==> config.mk <==
export PLATFORM = sky130hd
export DESIGN_NAME = ptw_top
export DESIGN_NICKNAME = d
export VERILOG_FILES = /design/src/source/ptw_pkg.sv /design/src/source/ptw_if.sv /design/src/source/ptw_miss_queue.sv /design/src/source/ptw_walker.sv /design/src/source/ptw_tran_buf.sv /design/src/source/ptw_top.sv
export VERILOG_INCLUDE_DIRS = /design/src /design/src/include
export SDC_FILE = /design/constraint.sdc
export NUM_CORES = 1
export LEC_CHECK = 0
export BUFFER_PORTS_ARGS = -buffer_cell sky130_fd_sc_hd__buf_2
export CORE_UTILIZATION = 25
export DETAILED_ROUTE_END_ITERATION = 8
export GPL_TIMING_DRIVEN = 0
export SLEW_MARGIN = 20
export SYNTH_ARGS = -nofsm -noshare
export SYNTH_HDL_FRONTEND = slang
export SYNTH_SLANG_ARGS = --single-unit
==> constraint.sdc <==
create_clock -name clk -period 6.8 [get_ports clk]
set_clock_uncertainty 0.2 [all_clocks]
set_input_delay 1.02 -clock clk [delete_from_list [all_inputs] [get_ports clk]]
set_output_delay 1.02 -clock clk [all_outputs]
set_load 0.05 [all_outputs]
==> src/include/ptw_consts.svh <==
// Queue and buffer depths, field widths and the walk level encoding
`ifndef PTW_CONSTS_SVH
`define PTW_CONSTS_SVH

// ==================================================
// Storage depths
// ==================================================

// Miss queue entries, which also bounds the reads in flight
`define PTW_MISSQ_SIZE 4
// Reply slots in the translation buffer
`define PTW_TRANBUF_SIZE 4
// Width of a free slot count, which runs from zero up to the buffer depth
`define PTW_BFREE_W 3

// ==================================================
// Field widths and level codes
// ==================================================

`define PTW_QE_W 2
`define PTW_ROB_W 5
`define PTW_ASID_W 8
// Levels step 1, 0 and then land on this code once the walk is over
`define PTW_LVL_DONE 2'd3

`endif

==> src/source/ptw_pkg.sv <==
// Page table entry views, miss queue entry and reply slot types
`include "ptw_consts.svh"

package ptw_pkg;

	// ==================================================
	// Page table entry, one 32-bit word
	// ==================================================

	// Pointer view. The leaf bit is clear and frame names the next table
	typedef struct packed {
		logic [19:0] frame;
		logic [9:0] rsvd;
		logic leaf;
		logic v;
	} pte_ptr_t;

	// Leaf view. The leaf bit is set and ppn is the translated frame
	typedef struct packed {
		logic [19:0] ppn;
		logic [5:0] rsvd;
		logic [3:0] flags;
		logic leaf;
		logic v;
	} pte_leaf_t;

	// The v and leaf bits sit at the same place in both views, so either view decodes them
	typedef union packed {
		pte_ptr_t ptr;
		pte_leaf_t leaf;
	} pte_u;

	// One outstanding miss. The fl bit marks an entry flushed while its read was out
	typedef struct packed {
		logic v;
		logic c;
		logic o;
		logic bc;
		logic fl;
		logic [1:0] lvl;
		logic [`PTW_ASID_W-1:0] asid;
		logic [`PTW_ROB_W-1:0] id;
		logic [1:0] qn;
		logic [31:0] adr;
		logic [31:0] tadr;
	} missq_entry_t;

	// A memory reply waiting for the miss queue, tagged with its owner
	typedef struct packed {
		logic v;
		logic [`PTW_QE_W-1:0] stk;
		pte_u pte;
	} tranbuf_entry_t;

endpackage

==> src/source/ptw_if.sv <==
// Walk request interface and translation reply interface with their modports
`timescale 1ns/1ps
`include "ptw_consts.svh"

// ==================================================
// Walk request from the miss queue to the walker
// ==================================================

// The request is a level that holds until the walker accepts it with issued
interface walk_if;
	logic req;
	logic [`PTW_QE_W-1:0] qe;
	logic [31:0] tadr;
	logic issued;

	modport source (output req, output qe, output tadr, input issued);
	modport sink (input req, input qe, input tadr, output issued);
endinterface

// ==================================================
// Reply path from the buffer to the miss queue
// ==================================================

// The buffer shows one full slot at a time and frees it on the edge where take is high
interface tran_if;
	logic sel_v;
	logic [`PTW_QE_W-1:0] stk;
	ptw_pkg::pte_u pte;
	logic take;

	modport source (output sel_v, output stk, output pte, input take);
	modport sink (input sel_v, input stk, input pte, output take);
endinterface

==> src/source/ptw_miss_queue.sv <==
// Miss queue with capture, duplicate check, commit and flush, walk selection and TLB update
`timescale 1ns/1ps
`include "ptw_consts.svh"

module ptw_miss_queue (
	input logic clk,
	input logic rst,
	input logic tlb_miss,
	input logic [31:0] tlb_miss_adr,
	input logic [`PTW_ASID_W-1:0] tlb_miss_asid,
	input logic [`PTW_ROB_W-1:0] tlb_miss_id,
	input logic [1:0] tlb_miss_qn,
	input logic [`PTW_ROB_W-1:0] commit0_id,
	input logic commit0_idv,
	input logic [`PTW_ROB_W-1:0] commit1_id,
	input logic commit1_idv,
	input logic flush_v,
	input logic [`PTW_ROB_W-1:0] flush_id,
	input logic [19:0] ptbr_frame,
	walk_if.source walk,
	tran_if.sink trn,
	output logic in_que,
	output logic full,
	output logic tlb_wr,
	output logic [`PTW_ASID_W-1:0] tlb_asid,
	output logic [19:0] tlb_vpn,
	output logic [19:0] tlb_ppn,
	output logic [3:0] tlb_flags,
	output logic tlb_super,
	output logic tlb_fault
);

	ptw_pkg::missq_entry_t q [`PTW_MISSQ_SIZE];

	logic dup;
	logic free_v;
	logic [`PTW_QE_W-1:0] free_qe;
	logic sel_v;
	logic [`PTW_QE_W-1:0] sel_qe;
	logic miss_commit;
	ptw_pkg::missq_entry_t te;
	logic kill;
	logic walk_end;

	// ==================================================
	// Search logic
	// ==================================================

	// Walk from the top down so the lowest matching index is the one left standing
	always_comb begin
		dup = 1'b0;
		free_v = 1'b0;
		free_qe = '0;
		sel_v = 1'b0;
		sel_qe = '0;
		full = 1'b1;
		for (int i = `PTW_MISSQ_SIZE - 1; i >= 0; i--) begin
			full &= q[i].v;
			// A duplicate is any live entry for the same asid and address
			if (q[i].v && q[i].asid == tlb_miss_asid && q[i].adr == tlb_miss_adr)
				dup = 1'b1;
			if (!q[i].v) begin
				free_v = 1'b1;
				free_qe = `PTW_QE_W'(i);
			end
			// Only committed entries waiting on their next step may walk
			if (q[i].v && q[i].c && q[i].bc) begin
				sel_v = 1'b1;
				sel_qe = `PTW_QE_W'(i);
			end
		end
	end

	// An instruction can commit in the same cycle that its miss shows up
	assign miss_commit = (commit0_idv && commit0_id == tlb_miss_id) ||
		(commit1_idv && commit1_id == tlb_miss_id);

	assign walk.req = sel_v;
	assign walk.qe = sel_qe;
	assign walk.tadr = q[sel_qe].tadr;

	// The owner of the offered reply, and whether its result is to be thrown away
	always_comb begin
		te = q[trn.stk];
		kill = te.fl || (flush_v && flush_id == te.id);
		// An invalid entry, a leaf, or anything read at level 0 ends the walk
		walk_end = kill || !trn.pte.ptr.v || trn.pte.ptr.leaf || te.lvl == 2'd0;
	end

	// Every reply is used in the cycle it is offered
	assign trn.take = trn.sel_v;

	// ==================================================
	// Entry state
	// ==================================================

	always_ff @(posedge clk) begin
		if (rst) begin
			for (int i = 0; i < `PTW_MISSQ_SIZE; i++) begin
				q[i].v <= 1'b0;
				q[i].c <= 1'b0;
				q[i].o <= 1'b0;
				q[i].bc <= 1'b0;
				q[i].fl <= 1'b0;
				q[i].lvl <= `PTW_LVL_DONE;
			end
			in_que <= 1'b0;
			tlb_wr <= 1'b0;
			tlb_fault <= 1'b0;
		end else begin
			// One pulse per duplicate, never two cycles running
			in_que <= tlb_miss && dup && !in_que;
			tlb_wr <= 1'b0;
			tlb_fault <= 1'b0;

			for (int i = 0; i < `PTW_MISSQ_SIZE; i++) begin
				if (q[i].v && ((commit0_idv && commit0_id == q[i].id) ||
					(commit1_idv && commit1_id == q[i].id)))
					q[i].c <= 1'b1;
				// A read already out keeps the entry alive until its reply returns
				if (q[i].v && flush_v && flush_id == q[i].id) begin
					if (q[i].o || (walk.issued && walk.qe == `PTW_QE_W'(i)))
						q[i].fl <= 1'b1;
					else
						q[i].v <= 1'b0;
				end
			end

			// The walker took the request, so wait for the reply
			if (walk.issued) begin
				q[walk.qe].bc <= 1'b0;
				q[walk.qe].o <= 1'b1;
			end

			if (trn.sel_v) begin
				if (walk_end) begin
					tlb_wr <= !kill && trn.pte.ptr.v;
					tlb_fault <= !kill && !trn.pte.ptr.v;
					tlb_asid <= te.asid;
					tlb_vpn <= te.adr[31:12];
					tlb_flags <= trn.pte.leaf.flags;
					tlb_super <= te.lvl == 2'd1;
					// A superpage maps 4 MiB so the low frame bits come from the address
					if (te.lvl == 2'd1)
						tlb_ppn <= {trn.pte.leaf.ppn[19:10], te.adr[21:12]};
					else
						tlb_ppn <= trn.pte.leaf.ppn;
					q[trn.stk].v <= 1'b0;
					q[trn.stk].c <= 1'b0;
					q[trn.stk].o <= 1'b0;
					q[trn.stk].bc <= 1'b0;
					q[trn.stk].fl <= 1'b0;
					q[trn.stk].lvl <= `PTW_LVL_DONE;
				end else begin
					// Pointer at level 1, index the second table with the next ten bits
					q[trn.stk].tadr <= {trn.pte.ptr.frame, te.adr[21:12], 2'b00};
					q[trn.stk].lvl <= 2'd0;
					q[trn.stk].o <= 1'b0;
					q[trn.stk].bc <= 1'b1;
				end
			end

			// New misses go to the lowest free entry, and are dropped when none is free
			if (tlb_miss && !dup && free_v) begin
				q[free_qe] <= '{
					v: 1'b1,
					c: miss_commit,
					o: 1'b0,
					bc: 1'b1,
					fl: 1'b0,
					lvl: 2'd1,
					asid: tlb_miss_asid,
					id: tlb_miss_id,
					qn: tlb_miss_qn,
					adr: tlb_miss_adr,
					tadr: {ptbr_frame, tlb_miss_adr[31:22], 2'b00}
				};
			end
		end
	end

endmodule

==> src/source/ptw_walker.sv <==
// Walker that turns a selected walk request into a tagged memory read
`timescale 1ns/1ps
`include "ptw_consts.svh"

module ptw_walker (
	input logic clk,
	input logic rst,
	walk_if.sink walk,
	input logic [`PTW_BFREE_W-1:0] buf_free,
	input logic mem_rvalid,
	output logic mem_rd,
	output logic [`PTW_QE_W-1:0] mem_tag,
	output logic [31:0] mem_adr
);

	// Reads sent to memory whose replies have not landed yet
	logic [`PTW_BFREE_W-1:0] inflight;

	// ==================================================
	// Issue control
	// ==================================================

	// Each read in flight has a buffer slot set aside for it.
	// A new read only goes out if one more slot is still free
	assign walk.issued = walk.req && (inflight < buf_free);

	always_ff @(posedge clk) begin
		if (rst) begin
			mem_rd <= 1'b0;
			inflight <= '0;
		end else begin
			mem_rd <= walk.issued;
			// A read and a reply in the same cycle leave the count alone
			case ({walk.issued, mem_rvalid})
				2'b10: inflight <= inflight + `PTW_BFREE_W'(1);
				2'b01: inflight <= inflight - `PTW_BFREE_W'(1);
				default: inflight <= inflight;
			endcase
		end
	end

	// ==================================================
	// Read payload
	// ==================================================

	// The tag is the queue index so the reply can find its owner
	always_ff @(posedge clk) begin
		if (walk.issued) begin
			mem_tag <= walk.qe;
			mem_adr <= walk.tadr;
		end
	end

endmodule

==> src/source/ptw_tran_buf.sv <==
// Translation buffer that holds memory replies until the miss queue takes them
`timescale 1ns/1ps
`include "ptw_consts.svh"

module ptw_tran_buf (
	input logic clk,
	input logic rst,
	input logic mem_rvalid,
	input logic [`PTW_QE_W-1:0] mem_rtag,
	input logic [31:0] mem_rdata,
	tran_if.source trn,
	output logic [`PTW_BFREE_W-1:0] buf_free
);

	localparam int SLOT_W = $clog2(`PTW_TRANBUF_SIZE);

	ptw_pkg::tranbuf_entry_t slot [`PTW_TRANBUF_SIZE];

	logic sel_v;
	logic [SLOT_W-1:0] sel_slot;
	logic wr_v;
	logic [SLOT_W-1:0] wr_slot;

	// ==================================================
	// Slot search
	// ==================================================

	// Scan downwards so the lowest full and lowest free slots win
	always_comb begin
		sel_v = 1'b0;
		sel_slot = '0;
		wr_v = 1'b0;
		wr_slot = '0;
		buf_free = '0;
		for (int i = `PTW_TRANBUF_SIZE - 1; i >= 0; i--) begin
			if (slot[i].v) begin
				sel_v = 1'b1;
				sel_slot = SLOT_W'(i);
			end else begin
				wr_v = 1'b1;
				wr_slot = SLOT_W'(i);
				buf_free = buf_free + `PTW_BFREE_W'(1);
			end
		end
	end

	assign trn.sel_v = sel_v;
	assign trn.stk = slot[sel_slot].stk;
	assign trn.pte = slot[sel_slot].pte;

	// ==================================================
	// Slot update
	// ==================================================

	// The write goes to a slot that is empty now, so it never meets the one being freed
	always_ff @(posedge clk) begin
		if (rst) begin
			for (int i = 0; i < `PTW_TRANBUF_SIZE; i++)
				slot[i].v <= 1'b0;
		end else begin
			if (trn.take && sel_v)
				slot[sel_slot].v <= 1'b0;
			if (mem_rvalid && wr_v) begin
				slot[wr_slot] <= '{
					v: 1'b1,
					stk: mem_rtag,
					pte: ptw_pkg::pte_u'(mem_rdata)
				};
			end
		end
	end

endmodule

==> src/source/ptw_top.sv <==
// Top level of the page table walker with plain ports around the three blocks
`timescale 1ns/1ps
`include "ptw_consts.svh"

module ptw_top (
	input logic clk,
	input logic rst,
	input logic tlb_miss,
	input logic [31:0] tlb_miss_adr,
	input logic [`PTW_ASID_W-1:0] tlb_miss_asid,
	input logic [`PTW_ROB_W-1:0] tlb_miss_id,
	input logic [1:0] tlb_miss_qn,
	input logic [`PTW_ROB_W-1:0] commit0_id,
	input logic commit0_idv,
	input logic [`PTW_ROB_W-1:0] commit1_id,
	input logic commit1_idv,
	input logic flush_v,
	input logic [`PTW_ROB_W-1:0] flush_id,
	input logic [19:0] ptbr_frame,
	output logic mem_rd,
	output logic [`PTW_QE_W-1:0] mem_tag,
	output logic [31:0] mem_adr,
	input logic mem_rvalid,
	input logic [`PTW_QE_W-1:0] mem_rtag,
	input logic [31:0] mem_rdata,
	output logic tlb_wr,
	output logic [`PTW_ASID_W-1:0] tlb_asid,
	output logic [19:0] tlb_vpn,
	output logic [19:0] tlb_ppn,
	output logic [3:0] tlb_flags,
	output logic tlb_super,
	output logic tlb_fault,
	output logic in_que,
	output logic full
);

	// Free slot count from the buffer back to the walker
	logic [`PTW_BFREE_W-1:0] buf_free;

	walk_if walk ();
	tran_if trn ();

	// Holds the misses and finishes each walk
	ptw_miss_queue u_miss_queue (
		.clk(clk), .rst(rst),
		.tlb_miss(tlb_miss), .tlb_miss_adr(tlb_miss_adr), .tlb_miss_asid(tlb_miss_asid),
		.tlb_miss_id(tlb_miss_id), .tlb_miss_qn(tlb_miss_qn),
		.commit0_id(commit0_id), .commit0_idv(commit0_idv),
		.commit1_id(commit1_id), .commit1_idv(commit1_idv),
		.flush_v(flush_v), .flush_id(flush_id), .ptbr_frame(ptbr_frame),
		.walk(walk.source), .trn(trn.sink),
		.in_que(in_que), .full(full), .tlb_wr(tlb_wr), .tlb_asid(tlb_asid),
		.tlb_vpn(tlb_vpn), .tlb_ppn(tlb_ppn), .tlb_flags(tlb_flags),
		.tlb_super(tlb_super), .tlb_fault(tlb_fault)
	);

	// Sends table reads out to memory
	ptw_walker u_walker (
		.clk(clk), .rst(rst), .walk(walk.sink), .buf_free(buf_free),
		.mem_rvalid(mem_rvalid),
		.mem_rd(mem_rd), .mem_tag(mem_tag), .mem_adr(mem_adr)
	);

	// Parks the replies, which may come back out of order
	ptw_tran_buf u_tran_buf (
		.clk(clk), .rst(rst),
		.mem_rvalid(mem_rvalid), .mem_rtag(mem_rtag), .mem_rdata(mem_rdata),
		.trn(trn.source), .buf_free(buf_free)
	);

endmodule

## Word level (Yosys, flattened, before mapping)

Memory sizes are Yosys's and may differ from the RTL's. A register that Yosys moved wholly into a read port is not among the register bits.
Cells that the tools add are included.

| word-level totals | value |
|---|---|
| register bits after elaboration | 94 |
| RAM bits | 476 |
| input port bits | 123 |
| output and inout bits | 92 |
| word-level logic and storage cells | 274 |
| memories | 2 |

Memory list:

| name | depth | width | rd ports | clocked after Yosys merged registers in | write ports | RTL line | source |
|---|---|---|---|---|---|---|---|
| u_miss_queue.q | 4 | 84 | 6 | 1 | 7 | ptw_miss_queue.sv:33 | `` ptw_pkg::missq_entry_t q [`PTW_MISSQ_SIZE]; `` |
| u_tran_buf.slot | 4 | 35 | 5 | 0 | 4 | ptw_tran_buf.sv:17 | `` ptw_pkg::tranbuf_entry_t slot [`PTW_TRANBUF_SIZE]; `` |

| operators by class | value |
|---|---|
| add/sub/neg operators | 5 |
| magnitude comparators | 1 |
| equality and inequality tests | 29 |
| muxes and demuxes | 129 |
| bitwise operators | 21 |
| reduce and logical (&&, ||, !) cells | 75 |

Operators with widths:

| operator | count |
|---|---|
| $eq 32x32->1 | 4 |
| $mux 1 | 101 |
| $eq 5x5->1 | 15 |
| $mux 35 | 2 |
| $reduce_or 35->1 | 2 |
| $logic_and 1x1->1 | 51 |
| $mux 2 | 21 |
| $eq 8x8->1 | 4 |
| $or 1x1->1 | 15 |
| $logic_or 1x1->1 | 13 |
| $mux 10 | 1 |
| $add 3x1->3 const B | 3 |
| $mux 3 | 3 |
| $eq 2x1->1 const B | 3 |
| $eq 2x2->1 const B | 3 |
| $pmux 3 s2 | 1 |
| $logic_not 1->1 | 4 |
| $logic_not 2->1 | 2 |
| $and 1x1->1 | 3 |
| $lt 3x3->1 | 1 |
| $not 1->1 | 3 |
| $reduce_and 3->1 | 1 |
| $reduce_or 3->1 | 1 |
| $sub 3x1->3 const B | 1 |
| other kinds (2) | 2 |

## Logic depth before layout (Yosys ltp)

Gate-level depths: netlist of run 1.
An unclocked memory read counts as a cell.

| logic depth | value |
|---|---|
| depth in word-level cells | 18 |
| depth in mapped cells | 17 |
| gate-level depth less buffers | 17 |

## Modules after synthesis

A second synthesis of run 1 with hierarchy kept.

| unflattened totals | value |
|---|---|
| cell total of the unflattened synthesis | 1667 |
| area, all modules | 25338.1 um2 |

Modules (own cells, without submodules):

| module | times used | cells each | area an instance (um2) | seq. area each (um2) |
|---|---|---|---|---|
| ptw_miss_queue | 1 | 1305 | 18721.7 | 11240.8 |
| ptw_tran_buf | 1 | 300 | 5348.9 | 4164.0 |
| ptw_walker | 1 | 62 | 1267.5 | 1101.1 |

## Worst setup path after synthesis of run 1

OpenSTA, ideal clock, no wires.

| path | value |
|---|---|
| path type | flip-flop to flip-flop |
| start | memory u_tran_buf.slot[2][34] (netlist bit) |
| end | register u_miss_queue.tlb_asid[0], enable pin |
| library setup time | 0.465 ns |
| arrival time | 5.335 ns |
| data required time | 6.135 ns |
| setup slack | 0.801 ns |
| cell stages (with the launch flop) | 14 |
| clock period less this slack | 5.999 ns |
| path through | dfxtp_1 -> inv_1 -> ha_1 -> buf_6 -> mux2_4 -> a221o_1 -> or2_1 -> buf_6 -> o32ai_1 -> xnor2_1 -> or4_1 -> o21a_1 -> buf_6 -> nor2_1 |

RTL lines:

| item | RTL line | source |
|---|---|---|
| from (decl) | ptw_tran_buf.sv:17 |  |
| to (signal assigned) | ptw_miss_queue.sv:139 | `tlb_asid <= te.asid;` |
| to (decl) | ptw_miss_queue.sv:25 | `` output logic [`PTW_ASID_W-1:0] tlb_asid, `` |

==> results.cfg, run 1 <==
[floorplanning]
row_count = 116
ios = 215
die_area_um2 = 102000
die_w_um = 320
core_area_um2 = 100000
initial_core_util = 0.253
die_h_um = 320

[synthesis]
ys.flop_type = edfxtp_1
synthCells = 2048
synth.cell_area_um2 = 25300
ys_types = 66
synth_area_per_cell_um2 = 12.4
synth-edff-count = 499
synth_seq_cells = 536
yosysWarnings = 0
synthArstFlopShare = 0
yosysSeqAreaShare = 0.622

[job]
maxCapViolCount = 0

[setup_path]
r2r_end = u_miss_queue.q[1][25]$_DFFE_PP_
r2r_slack_ns = 1.73
cp.arrival_ns = 5.48
reg2reg_depth = 14
crit_end = u_miss_queue.q[0][2]$_DFFE_PP_
worst_setup_path_end_kind = flip-flop
rr_startpoint = u_tran_buf.slot[3][34]$_SDFFE_PP1P_
crit_path_start_kind = input port
crit_start = tlb_miss_adr[20]
crit_fanout = 38
worst_ep_required_time_ns = 6.95
crit_type = in -> reg

[detailed_routing]
antenna_left = 0
highest_layer = met5
wl_per_cell_um = 22.8
dr_wl_met2_um = 39800
drt_iter0_drc = 1598
met3_length_um = 6500
drc = 0
routed_wl_um = 82700
vias = 17200
via_per_inst = 4.74
wl_met1_um = 33700
first_pass_iters = 6

[place]
place.port_buffers = 148
gp_congestion = 0.920
hpwl_um = 60800
dp_slack_ns = 0.843

[sta]
slew_headroom = 0.340
fin_ws_ns = 1.47
worst_pin_slew_ns = 0.980
final-setup-viol-count = 0
maxSlewViolCount = 0
max_clock_freq_mhz = 188
hold_viol = 0
rsz0062_at_grt = false
period_share = 0.784
layout_min_cycle_time_ns = 5.33
holdWs_ns = 0.217

[finish]
fin_nets = 2407
final_common_cell = edfxtp_1
drive_gt1_frac = 0.156
fillers = 10200
area_growth_pct = 17.8
mostFrequentLayoutCells = edfxtp_1 (499), nand2_1 (262), clkbuf_1 (152), buf_2 (152), and2_1 (135)

[cts]
cts_hold_buffers = 0
cts_tree = done
clk_pin_slew_ns = 0.06
cts_resized = 0
cts_sinks = 536
cts-root-buf = clkbuf_16
clkLatencyLatePin_ns = 0.64
post_cts_buffers = 0
numCtsBuffers = 55
cts.htree.levels = 2
max-clock-path-buffers = 3

[global_routing]
grt_start_max_net_pins = 41
track_usage = 0.157
antenna_found_initial = 34
grt_pass1_wl_um = 118000
grt_pass1_vias = 17000
grt-ovfl-total = 0

[hold_path]
whs_path_depth = 1
worstHoldStart = u_miss_queue.in_que$_SDFF_PP0_
hold_path_class = reg -> reg

[power_and_ir_drop]
p_leak_nw = 10.7
power_density_nw_per_um2 = 246
vdd_ir_drop_max_mv = 0.195

[run_status]
status = finished clean
[worst max-delay path, stage by stage]
cell	delay [ns]
clkbuf_1	0.32
xor2_1	0.43
nor3_1	0.13
nand3_1	0.18
nor4_1	0.10
nand2b_1	0.17
nor4_1	0.60
and2_1	0.31
clkbuf_1	0.69
clkbuf_1	0.57
clkbuf_4	0.51
buf_12	0.28
o21bai_1	0.13
[per-stage QoR]
stage                      util  instances  instance area, µm²  setup TNS, ns  total power [mW]
after floorplan               -       2049               25300              0              4.20
after global routing      0.297       3618               29800              0              7.54
after detailed placement  0.280       3514               28100              0              4.46
after global placement    0.276       3495               27700        -280.57              4.44
final                     0.297       3620               29800              0              7.33
after CTS                 0.297       3615               29800              0              7.37
[logic make-up after synthesis]
logic type | synth area share
flip-flops | 0.622
AO/OA/AOI/OAI | 0.0625
adder cells (fa/ha/maj) | 0.00574
other | 0.000148
XOR/XNOR | 0.0803
AND/OR/NAND/NOR | 0.144
multiplexers | 0.0557
buffers and inverters | 0.0299
[cell usage after synthesis, types with 39 or more instances]
cell / instances / share of area
edfxtp_1: 499 / 0.59
nand2_1: 263 / 0.039
clkbuf_1: 140 / 0.021
and2_1: 135 / 0.033
xor2_1: 122 / 0.042
xnor2_1: 110 / 0.038
and3_1: 95 / 0.023
mux2_2: 91 / 0.041
nand3_1: 48 / 0.0095
nor4_1: 45 / 0.011
a31oi_1: 44 / 0.011
o21ai_0: 44 / 0.0087
nor2_1: 39 / 0.0058
[state kept, by name (all words and copies together), names as in the netlist]
| register | cells |
|---|---|
| u_miss_queue.tlb_asid | 8 |
| u_walker.mem_rd | 1 |
| u_walker.mem_adr | 30 |
| u_miss_queue.tlb_flags | 4 |
| u_miss_queue.in_que | 1 |
| u_tran_buf.slot | 116 |
| u_miss_queue.tlb_ppn | 20 |
| u_miss_queue.tlb_fault | 1 |
| u_miss_queue.tlb_vpn | 20 |
| u_miss_queue.tlb_super | 1 |
| u_walker.inflight | 3 |
| u_miss_queue.tlb_wr | 1 |
| u_miss_queue.q | 328 |
| u_walker.mem_tag | 2 |
[power by group]
group          switching, mW  internal (mW)  total [mW]
clock network           1.33           1.60        2.94
registers             0.0310           3.69        3.72
logic                  0.457          0.217       0.674
total                   1.82           5.51        7.33
[per-layer routing]
metal | vias to the layer above | track usage
li1 | 7827 | -
met1 | 8534 | 0.193
met2 | 602 | 0.267
met3 | 167 | 0.0423
met4 | 46 | 0.0473
met5 | - | 0
[final cells by class]
class,instances,area (µm²),share of cell area
Sequential cell,536,15700,0.528
Multi-Input combinational cell,1320,8860,0.298
Tap cell,1298,1620,0.0545
Clock buffer,73,1470,0.0495
Timing Repair Buffer,167,1090,0.0365
Buffer,160,646,0.0217
Clock inverter,28,230,0.00773
Inverter,33,124,0.00416
Antenna cell,5,12.5,0.000420
[worst min-delay path by stage]
stage / endpoint / slack [ns]
floorplan: u_miss_queue.q[2][80]$_SDFFE_PP1P_ / 0.25
global placement: u_miss_queue.in_que$_SDFF_PP0_ / 0.20
detailed placement: u_miss_queue.in_que$_SDFF_PP0_ / 0.21
CTS: u_miss_queue.in_que$_SDFF_PP0_ / 0.22
global route: u_miss_queue.in_que$_SDFF_PP0_ / 0.23
finish: u_miss_queue.in_que$_SDFF_PP0_ / 0.22
Power figures use the tool's default switching activity.
==> run 2: changes to the inputs <==
==> constraint.sdc (replaced) <==
create_clock -name clk -period 4.9 [get_ports clk]
set_clock_uncertainty 0.2 [all_clocks]
set_input_delay 0.735 -clock clk [delete_from_list [all_inputs] [get_ports clk]]
set_output_delay 0.735 -clock clk [all_outputs]
set_load 0.05 [all_outputs]
==> results.cfg, run 2 (synthesized netlist as in run 1, its figures left out) <==
[power_and_ir_drop]
total_power_mw = 10.4
p_int_mw = 7.89
p_leak_nw = 10.8
power_density_nw_per_um2 = 348
vdd_ir_drop_max_mv = 0.267
p_clk_frac = 0.414
p_sw_frac = 0.242
p_switching_mw = 2.52
seq_power_share = 0.496
p_comb_frac = 0.090

[hold_path]
hold_end = u_tran_buf.slot[2][4]$_DFFE_PP_
whs_path_depth = 1
hold_path_class = in -> reg
worstHoldStart = mem_rdata[4]

[sta]
layout_min_cycle_time_ns = 4.79
max_clock_freq_mhz = 209
rsz0062_at_grt = false
maxSlewViolCount = 0
hold_viol = 0
slew_headroom = 0.290
worst_pin_slew_ns = 1.06
period_share = 0.978
final-setup-viol-count = 0
tns_ns = 0

[finish]
drive_gt1_frac = 0.162
mostFrequentLayoutCells = edfxtp_1 (499), nand2_1 (262), buf_2 (153)
area_growth_pct = 18.3
layout.cells.non_filler = 3622
largest_reg_flops = 328
top_regs = u_miss_queue.q x328, u_tran_buf.slot x116, u_walker.mem_adr x30
regMostFlops = u_miss_queue.q
final_common_cell = edfxtp_1
fin_nets = 2408

[global_routing]
antenna_found_initial = 28
grt_start_max_net_pins = 37
grt-ovfl-total = 0
track_usage = 0.157
grt_pass1_vias = 17000
grt_pass1_wl_um = 118000

[detailed_routing]
via_per_inst = 4.76
antenna_left = 0
first_pass_iters = 6
vias = 17200
drc = 0
routed_wl_um = 82700
wl_per_cell_um = 22.8
drt_iter0_drc = 1841

[floorplanning]
core_area_um2 = 100000
die_h_um = 320
initial_core_util = 0.253
die_w_um = 320
ios = 215
die_area_um2 = 102000
row_count = 116

[setup_path]
crit_type = in -> reg
reg2reg_depth = 11
crit_fanout = 36
crit_start = tlb_miss_adr[20]
rr_startpoint = u_miss_queue.q[2][50]$_DFFE_PP_
r2r_end = u_miss_queue.q[0][8]$_DFFE_PP_
worst_setup_path_end_kind = flip-flop
crit_path_start_kind = input port
cp.arrival_ns = 4.95
r2r_slack_ns = 0.16
worst_ep_required_time_ns = 5.06

[place]
gp_congestion = 0.912
hpwl_um = 61100
place_inst = 3515
place.port_buffers = 148

[cts]
max-clock-path-buffers = 3
cts_sinks = 536
cts_tree = done
cts-root-buf = clkbuf_16
numCtsBuffers = 54
cts_hold_buffers = 0
clk_pin_slew_ns = 0.07
clkLatencyLatePin_ns = 0.62
cts.htree.levels = 2

[job]
maxCapViolCount = 0

[run_status]
status = finished clean
## run 2: worst max-delay path by stage
stage,slack [ns],endpoint,depth (start not counted)
floorplan,0.15,u_miss_queue.q[0][1]$_DFFE_PP_,12
global placement,-2.97,u_miss_queue.q[2][1]$_DFFE_PP_,11
detailed placement,-0.72,u_miss_queue.q[0][8]$_DFFE_PP_,13
CTS,0.08,u_miss_queue.q[3][12]$_DFFE_PP_,16
global route,0.00001,u_miss_queue.q[0][12]$_DFFE_PP_,16
finish,0.11,u_miss_queue.q[0][8]$_DFFE_PP_,12
## run 2: worst max-delay path, stage by stage
cell and delay, ns:
clkbuf_1 0.30, xor2_1 0.45, nor3_1 0.15, nand3_1 0.18
nor4_1 0.10, nand2b_1 0.17, nor4_1 0.61, and2_1 0.70
clkbuf_1 0.58, clkbuf_4 0.51, buf_12 0.29, o21bai_1 0.13
## run 2: metal layers
metal,share of wire,vias to the layer above,track usage
met2,0.49,670,0.272
met3,0.075,146,0.0311
met1,0.40,8527,0.198
li1,-,7863,-
met5,0.0023,-,0
met4,0.026,36,0.0451
## run 2: area by class of cell
cell class / instances / area (µm²)
Antenna cell: 7 / 17.5
Tap cell: 1298 / 1620
Clock inverter: 28 / 338
Fill cell: 10200 / 70200
Timing Repair Buffer: 171 / 1120
Multi-Input combinational cell: 1320 / 8880
Clock buffer: 71 / 1460
Sequential cell: 536 / 15700
Inverter: 33 / 124
Buffer: 158 / 643
## run 2: power by group through the flow
stage                     Clock (mW)  Combinational (mW)  Sequential [mW]
after floorplan                    0               0.513             5.31
after global placement             0               0.897             5.27
after detailed placement           0               0.924             5.26
after CTS                       4.37               0.928             5.16
after global routing            4.51                1.00             5.17
final                           4.31               0.935             5.16
## run 2: repair_timing
action                     CTS  global route
gates resized for setup      2            10
gates cloned                 0             0
setup endpoints to repair   62           123
hold endpoints to repair     0             0
pin swaps                    0             1
buffers inserted             0             3
## run 2: per-stage QoR
step	instance area (µm²)	worst slack (ns)	hold slack, ns	utilization
2_1_floorplan	25300	0.146	0.253	-
3_3_place_gp	27700	-2.97	0.203	0.276
3_5_place_dp	28100	-0.719	0.207	0.280
4_1_cts	29900	0.0768	0.0956	0.298
5_1_grt	29900	0.0000111	0.107	0.299
6_report	29900	0.109	0.130	0.299
